## config.mk

```make
export PLATFORM = sky130hd
export DESIGN_NAME = rp_acq_top
export DESIGN_NICKNAME = d
export VERILOG_FILES = /design/src/source/rp_cfg_pkg.sv /design/src/source/acq_pkg.sv /design/src/source/adc_frontend.sv /design/src/source/linear_calib.sv /design/src/source/dac_path.sv /design/src/source/acq_fsm.sv /design/src/source/acq_timer.sv /design/src/source/rp_acq_top.sv
export SDC_FILE = /design/constraint.sdc
export NUM_CORES = 2
export LEC_CHECK = 0
export BUFFER_PORTS_ARGS = -buffer_cell sky130_fd_sc_hd__buf_2
export CAP_MARGIN = 15
export CORE_MARGIN = 2
export CORE_UTILIZATION = 60
export CTS_BUF_LIST = sky130_fd_sc_hd__clkbuf_16
export DETAILED_ROUTE_END_ITERATION = 8
export PLACE_DENSITY = 0.79
export SLEW_MARGIN = 10
export SYNTH_ARGS = -nofsm -noshare
export SYNTH_HDL_FRONTEND = slang
export SYNTH_SLANG_ARGS = --single-unit
```

## constraint.sdc

```tcl
create_clock -name adc_clk -period 10.3 [get_ports adc_clk]
set_input_delay 2.06 -clock adc_clk [delete_from_list [all_inputs] [get_ports adc_clk]]
set_output_delay 2.06 -clock adc_clk [all_outputs]
set_load 0.005 [all_outputs]
```

## src/source/rp_cfg_pkg.sv

```systemverilog
/* Data path widths and calibration formats. Raw ADC words carry 14 useful bits
   above 2 reserved low bits, and gain is signed Q2.14 */
`default_nettype none

package rp_cfg_pkg;

  // Channel count for ADC and DAC alike
  localparam int unsigned CHN = 2;

  // Raw pin word and useful sample width
  localparam int unsigned ADW = 16;
  localparam int unsigned SMW = 14;

  // Fractional bits of the gain word
  localparam int unsigned GAIN_FRAC = 14;

  // Raw ADC pin word, low 2 bits reserved
  typedef logic [ADW-1:0] adc_raw_t;

  // Two's complement sample, ADC and generator payload
  typedef logic signed [SMW-1:0] sample_t;

  // Offset-binary DAC code
  typedef logic [SMW-1:0] dac_code_t;

  // Calibration words
  typedef logic signed [16-1:0] gain_t;
  typedef logic signed [SMW-1:0] offs_t;

endpackage : rp_cfg_pkg

`default_nettype wire

```

## src/source/acq_pkg.sv

```systemverilog
/* Acquisition controller types. The post-trigger count must be at least 1 */
`default_nettype none

package acq_pkg;

  // Time stamp and post-trigger counter widths
  localparam int unsigned CTS_W = 32;
  localparam int unsigned POST_W = 16;

  // Acquisition states
  typedef enum logic [1:0] {
    ACQ_IDLE      = 2'd0,
    ACQ_ARMED     = 2'd1,
    ACQ_TRIGGERED = 2'd2
  } acq_state_t;

  // Free-running time stamp, wraps silently
  typedef logic [CTS_W-1:0] cts_t;

  // Number of samples recorded after the trigger
  typedef logic [POST_W-1:0] post_t;

endpackage : acq_pkg

`default_nettype wire

```

## src/source/adc_frontend.sv

```systemverilog
/* One ADC channel input register with sign conversion and loopback select.
   Output is always valid, the loopback mux after the register is combinational */
`timescale 1ns/1ps
`default_nettype none

module adc_frontend (
  input  wire                  adc_clk,
  input  wire                  top_rst,
  // Raw pins and loopback source
  input  rp_cfg_pkg::adc_raw_t adc_raw_i,
  input  wire                  loop_i,
  input  rp_cfg_pkg::sample_t  dac_smp_i,
  // Toward ADC calibration
  output rp_cfg_pkg::sample_t  adc_smp_o
);

  import rp_cfg_pkg::*;

  // Registered pin sample
  sample_t adc_reg;

  //////////////////////
  // Pin register
  //////////////////////

  // Drop reserved low bits
  // Keep MSB, invert the rest for two's complement
  always_ff @(posedge adc_clk or posedge top_rst) begin
    if (top_rst) begin
      adc_reg <= '0;
    end else begin
      adc_reg <= {adc_raw_i[ADW-1], ~adc_raw_i[ADW-2:ADW-SMW]};
    end
  end

  //////////////////////
  // Loopback mux
  //////////////////////

  // DAC-side sample replaces pin data when looped
  assign adc_smp_o = loop_i ? dac_smp_i : adc_reg;

endmodule : adc_frontend

`default_nettype wire

```

## src/source/linear_calib.sv

```systemverilog
/* Gain and offset calibration, 2 cycles latency, one sample per cycle.
   DTI and DTO must be signed, and the result saturates to the DTO range */
`timescale 1ns/1ps
`default_nettype none

module linear_calib #(
  parameter type DTI = rp_cfg_pkg::sample_t,
  parameter type DTO = rp_cfg_pkg::sample_t
)(
  input  wire                 adc_clk,
  input  wire                 top_rst,
  // Sample stream
  input  DTI                  dat_i,
  output DTO                  dat_o,
  // Calibration words
  input  rp_cfg_pkg::gain_t   mul_i,
  input  rp_cfg_pkg::offs_t   sum_i
);

  import rp_cfg_pkg::*;

  // Widths derived from payload types
  localparam int unsigned IW = $bits(DTI);
  localparam int unsigned OW = $bits(DTO);
  localparam int unsigned MW = IW + $bits(gain_t);
  // Shifted product plus one guard bit for the offset add
  localparam int unsigned SW = MW - GAIN_FRAC + 1;

  // Output range limits, sign extended to the sum width
  localparam logic signed [SW-1:0] OMAX = SW'((2 ** (OW - 1)) - 1);
  // Bitwise inverse of max is the most negative code
  localparam logic signed [SW-1:0] OMIN = ~OMAX;

  // Stage 1 product
  logic signed [MW-1:0] mul_q;

  // Stage 2 arithmetic
  logic signed [MW-GAIN_FRAC-1:0] mul_sh;
  logic signed [SW-1:0]           sum_w;

  //////////////////////
  // Stage 1
  //////////////////////

  // Full-width signed product
  always_ff @(posedge adc_clk or posedge top_rst) begin
    if (top_rst) begin
      mul_q <= '0;
    end else begin
      mul_q <= MW'(dat_i) * MW'(mul_i);
    end
  end

  //////////////////////
  // Stage 2
  //////////////////////

  // Drop fractional bits, then add offset
  assign mul_sh = mul_q[MW-1:GAIN_FRAC];
  assign sum_w  = SW'(mul_sh) + SW'(sum_i);

  // Clamp to output range
  always_ff @(posedge adc_clk or posedge top_rst) begin
    if (top_rst) begin
      dat_o <= '0;
    end else if (sum_w > OMAX) begin
      dat_o <= OMAX[OW-1:0];
    end else if (sum_w < OMIN) begin
      dat_o <= OMIN[OW-1:0];
    end else begin
      dat_o <= sum_w[OW-1:0];
    end
  end

endmodule : linear_calib

`default_nettype wire

```

## src/source/dac_path.sv

```systemverilog
/* One DAC channel, calibration then an output register, 3 cycles in total.
   The calibrated sample before the output register is given for loopback */
`timescale 1ns/1ps
`default_nettype none

module dac_path (
  input  wire                   adc_clk,
  input  wire                   top_rst,
  // Generator sample and calibration
  input  rp_cfg_pkg::sample_t   gen_i,
  input  rp_cfg_pkg::gain_t     mul_i,
  input  rp_cfg_pkg::offs_t     sum_i,
  // Loopback tap and DAC pins
  output rp_cfg_pkg::sample_t   dac_smp_o,
  output rp_cfg_pkg::dac_code_t dac_dat_o
);

  import rp_cfg_pkg::*;

  // Generator calibration, 2 cycles
  linear_calib #(
    .DTI (sample_t),
    .DTO (sample_t)
  ) calib_dac (
    .adc_clk (adc_clk),
    .top_rst (top_rst),
    .dat_i   (gen_i),
    .dat_o   (dac_smp_o),
    .mul_i   (mul_i),
    .sum_i   (sum_i)
  );

  // Offset-binary output register
  // MSB kept, lower bits inverted
  always_ff @(posedge adc_clk or posedge top_rst) begin
    if (top_rst) begin
      dac_dat_o <= '0;
    end else begin
      dac_dat_o <= {dac_smp_o[SMW-1], ~dac_smp_o[SMW-2:0]};
    end
  end

endmodule : dac_path

`default_nettype wire

```

## src/source/acq_fsm.sv

```systemverilog
/* Acquisition control, armed by start and ended by stop or the post-trigger
   count. Stop wins over a trigger seen in the same cycle */
`timescale 1ns/1ps
`default_nettype none

module acq_fsm (
  input  wire                 adc_clk,
  input  wire                 top_rst,
  // Software controls
  input  wire                 start_i,
  input  wire                 stop_i,
  input  wire                 swo_i,
  // Level trigger on channel 0
  input  rp_cfg_pkg::sample_t lvl_i,
  input  rp_cfg_pkg::sample_t smp_i,
  // Final triggered cycle from the timer
  input  wire                 post_last_i,
  // Trigger toward the timer
  output logic                trg_o,
  // Interrupts and valid
  output logic                irq_trg_o,
  output logic                irq_stp_o,
  output logic                vld_o
);

  import rp_cfg_pkg::*;
  import acq_pkg::*;

  acq_state_t state;
  acq_state_t state_nxt;

  // Previous channel 0 sample
  sample_t smp_prv;

  logic lvl_cross;
  logic stp_evt;

  //////////////////////
  // Trigger detection
  //////////////////////

  // Rising crossing, below before and at or above now
  assign lvl_cross = (smp_prv < lvl_i) && (smp_i >= lvl_i);

  assign trg_o = (state == ACQ_ARMED) && !stop_i && (swo_i || lvl_cross);

  // Any way back to idle
  assign stp_evt = ((state != ACQ_IDLE) && stop_i)
                || ((state == ACQ_TRIGGERED) && post_last_i);

  //////////////////////
  // State machine
  //////////////////////

  always_comb begin
    state_nxt = state;
    unique case (state)
      ACQ_IDLE: begin
        if (start_i) state_nxt = ACQ_ARMED;
      end
      ACQ_ARMED: begin
        if (stop_i) state_nxt = ACQ_IDLE;
        else if (trg_o) state_nxt = ACQ_TRIGGERED;
      end
      ACQ_TRIGGERED: begin
        if (stp_evt) state_nxt = ACQ_IDLE;
      end
      default: state_nxt = ACQ_IDLE;
    endcase
  end

  always_ff @(posedge adc_clk or posedge top_rst) begin
    if (top_rst) begin
      state     <= ACQ_IDLE;
      smp_prv   <= '0;
      irq_trg_o <= 1'b0;
      irq_stp_o <= 1'b0;
    end else begin
      state     <= state_nxt;
      smp_prv   <= smp_i;
      // Pulses line up with the first cycle of the new state
      irq_trg_o <= trg_o;
      irq_stp_o <= stp_evt;
    end
  end

  // Samples valid while armed or triggered
  assign vld_o = (state != ACQ_IDLE);

endmodule : acq_fsm

`default_nettype wire

```

## src/source/acq_timer.sv

```systemverilog
/* Free-running time stamp and post-trigger down counter. The time stamp is 0
   in the first cycle after reset release, a post count of 0 never ends */
`timescale 1ns/1ps
`default_nettype none

module acq_timer (
  input  wire            adc_clk,
  input  wire            top_rst,
  // Trigger from the FSM and post-trigger length
  input  wire            trg_i,
  input  acq_pkg::post_t post_i,
  // Captured time stamp and end marker
  output acq_pkg::cts_t  trg_ts_o,
  output logic           post_last_o
);

  import acq_pkg::*;

  cts_t  cts;
  post_t post_cnt;

  // Time stamp counter, plus capture at the trigger edge
  always_ff @(posedge adc_clk or posedge top_rst) begin
    if (top_rst) begin
      cts      <= '0;
      trg_ts_o <= '0;
    end else begin
      cts <= cts + cts_t'(1);
      if (trg_i) trg_ts_o <= cts;
    end
  end

  // Down counter
  // Holds N in the first triggered cycle, 1 in the last
  always_ff @(posedge adc_clk or posedge top_rst) begin
    if (top_rst) begin
      post_cnt <= '0;
    end else if (trg_i) begin
      post_cnt <= post_i;
    end else if (post_cnt != '0) begin
      post_cnt <= post_cnt - post_t'(1);
    end
  end

  assign post_last_o = (post_cnt == post_t'(1));

endmodule : acq_timer

`default_nettype wire

```

## src/source/rp_acq_top.sv

```systemverilog
/* Two ADC and two DAC channels with calibration and one acquisition controller.
   Single clock domain, no back-pressure, level trigger on channel 0 only */
`timescale 1ns/1ps
`default_nettype none

module rp_acq_top (
  input  wire                                          adc_clk,
  input  wire                                          top_rst,
  // ADC pins and generator samples
  input  rp_cfg_pkg::adc_raw_t  [rp_cfg_pkg::CHN-1:0]  adc_dat_i,
  input  rp_cfg_pkg::sample_t   [rp_cfg_pkg::CHN-1:0]  gen_dat_i,
  input  wire                   [rp_cfg_pkg::CHN-1:0]  mux_loop_i,
  // Calibration
  input  rp_cfg_pkg::gain_t     [rp_cfg_pkg::CHN-1:0]  adc_mul_i,
  input  rp_cfg_pkg::offs_t     [rp_cfg_pkg::CHN-1:0]  adc_sum_i,
  input  rp_cfg_pkg::gain_t     [rp_cfg_pkg::CHN-1:0]  dac_mul_i,
  input  rp_cfg_pkg::offs_t     [rp_cfg_pkg::CHN-1:0]  dac_sum_i,
  // Acquisition control
  input  wire                                          acq_start_i,
  input  wire                                          acq_stop_i,
  input  wire                                          trg_swo_i,
  input  rp_cfg_pkg::sample_t                          trg_lvl_i,
  input  acq_pkg::post_t                               acq_post_i,
  // Outputs
  output rp_cfg_pkg::dac_code_t [rp_cfg_pkg::CHN-1:0]  dac_dat_o,
  output rp_cfg_pkg::sample_t   [rp_cfg_pkg::CHN-1:0]  acq_dat_o,
  output logic                                         acq_vld_o,
  output acq_pkg::cts_t                                trg_ts_o,
  output logic                                         irq_trg_o,
  output logic                                         irq_stp_o
);

  import rp_cfg_pkg::*;

  // Trigger and end of post-trigger count
  logic trg;
  logic post_last;

  //////////////////////
  // Analog channels
  //////////////////////

  for (genvar i = 0; i < CHN; i++) begin : g_chn
    // Frontend output and loopback tap
    sample_t adc_smp;
    sample_t dac_smp;

    adc_frontend frontend (
      .adc_clk (adc_clk), .top_rst (top_rst), .adc_raw_i (adc_dat_i[i]),
      .loop_i (mux_loop_i[i]), .dac_smp_i (dac_smp), .adc_smp_o (adc_smp)
    );

    linear_calib #(.DTI (sample_t), .DTO (sample_t)) calib_adc (
      .adc_clk (adc_clk), .top_rst (top_rst), .dat_i (adc_smp),
      .dat_o (acq_dat_o[i]), .mul_i (adc_mul_i[i]), .sum_i (adc_sum_i[i])
    );

    dac_path dac (
      .adc_clk (adc_clk), .top_rst (top_rst), .gen_i (gen_dat_i[i]),
      .mul_i (dac_mul_i[i]), .sum_i (dac_sum_i[i]),
      .dac_smp_o (dac_smp), .dac_dat_o (dac_dat_o[i])
    );
  end : g_chn

  //////////////////////
  // Acquisition
  //////////////////////

  // Level trigger watches calibrated channel 0
  acq_fsm fsm (
    .adc_clk (adc_clk), .top_rst (top_rst), .start_i (acq_start_i),
    .stop_i (acq_stop_i), .swo_i (trg_swo_i), .lvl_i (trg_lvl_i),
    .smp_i (acq_dat_o[0]), .post_last_i (post_last), .trg_o (trg),
    .irq_trg_o (irq_trg_o), .irq_stp_o (irq_stp_o), .vld_o (acq_vld_o)
  );

  acq_timer timer (
    .adc_clk (adc_clk), .top_rst (top_rst), .trg_i (trg),
    .post_i (acq_post_i), .trg_ts_o (trg_ts_o), .post_last_o (post_last)
  );

endmodule : rp_acq_top

`default_nettype wire

```

* After elaboration in Yosys (flattened, before gate mapping)
Index checks and enable logic that the tools add are counted.
Cells by class: add/subtract/negate cells 6, $mul 4, magnitude comparators 10, equality and inequality tests 6, mux-type cells 17, bitwise gates (word level) 4, reduce and logical (&&, ||, !) cells 13
Operators with widths (number):
- 14-bit 2-to-1 mux | 10
- 14-bit by 16-bit multiplier with 30-bit output | 4
- 16-bit by 14-bit adder with 17-bit output | 4
- 17-bit by 14-bit > comparator with 1-bit output (second input constant) | 4
- 17-bit by 14-bit less-than comparator with 1-bit output (second input constant) | 4
- 13-bit inverter | 4
- 32-bit by 1-bit adder with 32-bit output (second input constant) | 1
- 16-bit 2-to-1 mux | 2
- 16-bit by 1-bit == test with 1-bit output (second input constant) | 1
- 16-bit nonzero test | 1
- 16-bit by 1-bit subtractor with 16-bit output (second input constant) | 1
- 14-bit greater-or-equal comparator | 1
- 14-bit less-than comparator | 1
- 2-bit 2-to-1 mux | 4
- 2-bit one-hot mux with 3 select lines | 1
- 1-bit logical AND | 5
- 2-bit nonzero test | 2
- 3-bit by 2-bit != test with 1-bit output (second input constant) | 1
- 3-bit AND reduction | 1
- 2-bit by 1-bit == test with 1-bit output (second input constant) | 1
- 2-bit == test (second input constant) | 1
- 2-bit logical NOT | 1
- 1-bit logical OR | 2
- 2-bit by 1-bit != test with 1-bit output (second input constant) | 1
- other kinds (2) | 2
Storage, ports and cells: register bits 330, input bits 217, output and inout port bits 91, logic and storage cells 79

* Depth between registers and ports, before layout
depth after elaboration 7, depth in mapped cells 27, gate-level depth less buffers 25

* Modules after synthesis
Synthesis repeated with hierarchy kept, for this count alone.
Second synthesis, totals: cell total of the unflattened synthesis 4642, area total of the unflattened synthesis 45361.0 um^2
Modules (own cells, without submodules):
- linear_calib (g_chn[1].calib_adc) | times used 1, cells each 1037, area each 9778.1 um^2, seq. area each 750.7 um^2
- linear_calib (g_chn[0].dac.calib_dac) | times used 1, cells each 1033, area each 9681.8 um^2, seq. area each 750.7 um^2
- linear_calib (g_chn[0].calib_adc) | times used 1, cells each 1025, area each 9638.0 um^2, seq. area each 750.7 um^2
- linear_calib (g_chn[1].dac.calib_dac) | times used 1, cells each 991, area each 9501.6 um^2, seq. area each 750.7 um^2
- acq_timer | times used 1, cells each 291, area each 3588.4 um^2, seq. area each 2001.9 um^2
- acq_fsm | times used 1, cells each 123, area each 1223.7 um^2, seq. area each 450.4 um^2
- adc_frontend | times used 2, cells each 43, area each 571.8 um^2, seq. area each 350.3 um^2
- dac_path | times used 2, cells each 28, area each 402.9 um^2, seq. area each 350.3 um^2

* Least setup slack after synthesis
No wires, ideal clock.
path type input-to-reg, start point input mux_loop_i[1] (netlist name), end point register g_chn[1].calib_adc.mul_q[29], library setup time 80 ps, data arrival time 8454 ps, required time 10220 ps, setup slack 1766 ps, cell stages on the path 25, buffers on the path 3, cell sequence buf_2 buf_1 mux2i_1 clkbuf_1 nor2b_1 fa_1 inv_1 fa_1 inv_1 fa_1 fa_1 fa_1 inv_1 fa_1 inv_1 ha_1 nand4_1 nor2b_1 a211oi_1 o311ai_2 a2111oi_2 o21bai_2 a21oi_1 o21a_1 xnor2_1
Between the ends: longest elaborated chain between the ends 2
Ends and longest elaborated chain:
- start, declared | line rp_acq_top.sv:12 | input wire [rp_cfg_pkg::CHN-1:0] mux_loop_i,
- 14-bit 2-to-1 mux | line adc_frontend.sv:41 | assign adc_smp_o = loop_i ? dac_smp_i : adc_reg;
- 14-bit by 16-bit multiplier with 30-bit output | line linear_calib.sv:50 | mul_q <= MW'(dat_i) * MW'(mul_i);
- end signal, assigned | line linear_calib.sv:50
- end, declared | line linear_calib.sv:35 | logic signed [MW-1:0] mul_q;
Every way passes these cells. A chain may end at the register's enable or synchronous reset.

* Worst setup path in the final report
start point input mux_loop_i[0] (netlist name), end point register g_chn[0].calib_adc.mul_q[27]
Between the ends: longest elaborated chain between the ends 2
Ends and longest elaborated chain (line):
- 14-bit 2-to-1 mux | adc_frontend.sv:41
- 14-bit by 16-bit multiplier with 30-bit output | linear_calib.sv:50
- end signal, assigned | linear_calib.sv:50
- end, declared | linear_calib.sv:35
Every way passes these cells.

==> reports/results.ini <==
[run_status]
status=finished, final reports clean

[worst_setup_path]
cpMaxStageDelayCell=mux2_2
cp_top_family=adder cells
crit_arrival_ns=8.74
critPathMostFrequentCell=fa_1
cp.required_ns=10.78
r2r_cells=22
reg2reg_to=g_chn[0].calib_adc.mul_q[27]
cp-start-kind=input pin
slowest_delay_ns=0.59
crit_type=input pin to register
path_buf_inv=5
regToRegStartpoint=g_chn[0].dac.calib_dac.dat_o[8]
path_cells=buf_2, mux2_2, and2_1, fa_1, inv_1, fa_1, inv_1, fa_1, fa_1, fa_1, inv_1, fa_1, inv_1, ha_1, and4_1, nand2_1, o211ai_1, o31ai_2, a21oi_1, nand3b_2, a21o_1, a21oi_1, xnor2_1
rrSetupSlack_ns=3.56
worst_setup_path_end_kind=register
crit_fanout=16

[clock_network]
numCtsBuffers=35
clk_latency_ns=0.56
cts_max_level=2
clk_pin_slew_ns=0.06
cts_setup_buffers=0
cts_sinks=274
cts_root_buffer=clkbuf_16
cts_resized=0
cts_buffer_depth=3
cts_tree=yes
cts_hold_buf=0

[detailed_routing]
routed_wl_um=110000
vias=34100
drtPass1Iterations=7
vias_per_cell=5.51
wl_per_cell_um=17.8
drc_errors=0
ant_nets=0
drt-initial-drc-count=1987

[floorplan]
core_area_um2=77100
dieHeight_um=282
die_area_um2=79700
start_util_pct=60.3
io_pins=308
std_cell_rows=102
die_width_um=282

[sta]
rsz0062_at_grt=no
slew_headroom_pct=22.0
hold_viol=0
clock.fmax_mhz=121
min_period_over_period_pct=80.2
tightestPinTransition_ns=1.16
slew_viol_final=0
finalSetupViolations=0
fin_skew_ns=0.0293
finalCriticalPeriod_ns=8.27
tns_ns=0

[logic_synthesis]
ys.flop_type=dfrtp_1
yosys_warnings=0
synth_commonest_cells=1083 x inv_1, 876 x fa_1, 505 x nand2_1
yosysMostFrequentCell=inv_1
synthTopCellsByArea=fa_1 38%, dfrtp_1 15%, ha_1 9.9%, inv_1 8.7%, nand2_1 4.1%
syn_area_um2=46500
seq_area_frac_synth_pct=14.8
avgSynthCellArea_um2=9.43
postSynth.asyncResetShare_pct=100
syn-instance-count=4926
synth_top_cell_by_area=fa_1
synth_edf_count=0
synth_top_area_share_pct=37.7
ys_seq_elements=274
synth_fp_nets=6385
synth_cell_type_count=93

[placement]
post-place-cells=6110
portBuffers=303
globalplace.congestion=0.907
dp_hpwl_um=87500

[finish]
instances_no_fill=6182
layout-drive-gt1-share_pct=9.12
fill_cells=6314
area_growth_pct=7.46
nNetsFinal=6566

[hold_path]
min_path_cells=1
min_path_type=register to register
hp-start=g_chn[1].dac.calib_dac.dat_o[6]
hold_path_end=g_chn[1].dac.dac_dat_o[6]

[global_route]
grt_start_max_net_pins=131
grt_first_pass_wirelength_um=182000
antenna_found_initial=18
grt.total_usage_pct=28.7
grt_pass1_vias=36700
grt_remaining_overflow=0

[run]
drv_cap=0

cells by family after synthesis:
kind of cell	Yosys count	share of synthesized area, %
AOI/OAI and AO/OA	475	7.16
xor gates and xnor gates	178	3.43
adders and majority gates	1242	47.6
buffers and inverters	1265	10.3
DFF	274	14.8
muxes	30	0.716
and+or+nand+nor	1462	16.0
worst register-to-register path, stage by stage (launching register included):
cell	delay [ns]
dfrtp_1	0.45
mux2_2	0.50
and2_1	0.28
fa_1	0.53
inv_1	0.05
fa_1	0.52
inv_1	0.05
fa_1	0.49
fa_1	0.43
fa_1	0.49
inv_1	0.05
fa_1	0.47
inv_1	0.04
ha_1	0.31
and4_1	0.21
nand2_1	0.11
o211ai_1	0.24
o31ai_2	0.48
a21oi_1	0.14
nand3b_2	0.28
a21o_1	0.22
a21oi_1	0.17
xnor2_1	0.14
final cells by class:
class	instances	area, um2	area share [%]
diodes	8	20.0	0.0401
clock buffers	35	876	1.75
clock inverters	29	283	0.566
inverters	1084	4080	8.16
multi-input cells	3387	34800	69.8
flip-flops and latches	274	6860	13.7
well taps	1040	1300	2.61
repair buffers	325	1680	3.37
how the worst max path moves through the flow:
| stage | start | end | slack (ns) | cells after the start |
|---|---|---|---|---|
| after CTS | mux_loop_i[1] | g_chn[1].calib_adc.mul_q[29] | 2.11 | 24 |
| after global placement | mux_loop_i[0] | g_chn[0].calib_adc.mul_q[27] | 1.60 | 23 |
| after floorplan | top_rst | fsm.irq_stp_o | 0.69 | 1 |
| final | mux_loop_i[0] | g_chn[0].calib_adc.mul_q[27] | 2.03 | 23 |
| after global routing | mux_loop_i[1] | g_chn[1].calib_adc.mul_q[29] | 1.74 | 23 |
| after detailed placement | mux_loop_i[1] | g_chn[1].calib_adc.mul_q[29] | 1.54 | 24 |
cell usage in the layout (no fill, tap or decap), types with 13 or more instances in the layout:
cell type and n:
a211oi_1 20, ha_1 366, nand4_1 59, a221oi_1 34
a21oi_1 100, o21a_1 26, nor2b_1 198, buf_2 303
a21o_1 60, fa_1 876, o21bai_1 15, o21ai_0 69
nor3_1 42, o21ai_1 36, or2_2 13, and3_1 51
clkbuf_16 35, dfrtp_1 274, a31oi_1 13, xor2_1 49
nand2_1 505, nand2b_1 47, and2_1 272, nand3_1 85
nor2_1 148, xnor2_1 126, mux2_2 17, buf_4 22
inv_1 1084
layer usage:
metal | part of all wire [%] | global-route usage (%)
met1 | 40 | 37.2
met2 | 48 | 48.0
met3 | 7.8 | 5.42
met4 | 4.1 | 11.4
met5 | 0.13 | 0
metrics by stage:
step	util (%)	setup WS (ns)	cell area [um2]	hold WS, ns
global placement	63.2	1.60	48700	0.382
CTS	64.7	2.11	49900	0.415
floorplan	-	0.688	46500	0.353
finish	64.8	2.03	49900	0.409
global route	64.8	1.74	49900	0.427
detailed placement	63.2	1.54	48700	0.398
Power is left out: the tool's default activity adds up to more than one toggle a clock period on the data nets, which glitch-free logic cannot reach.
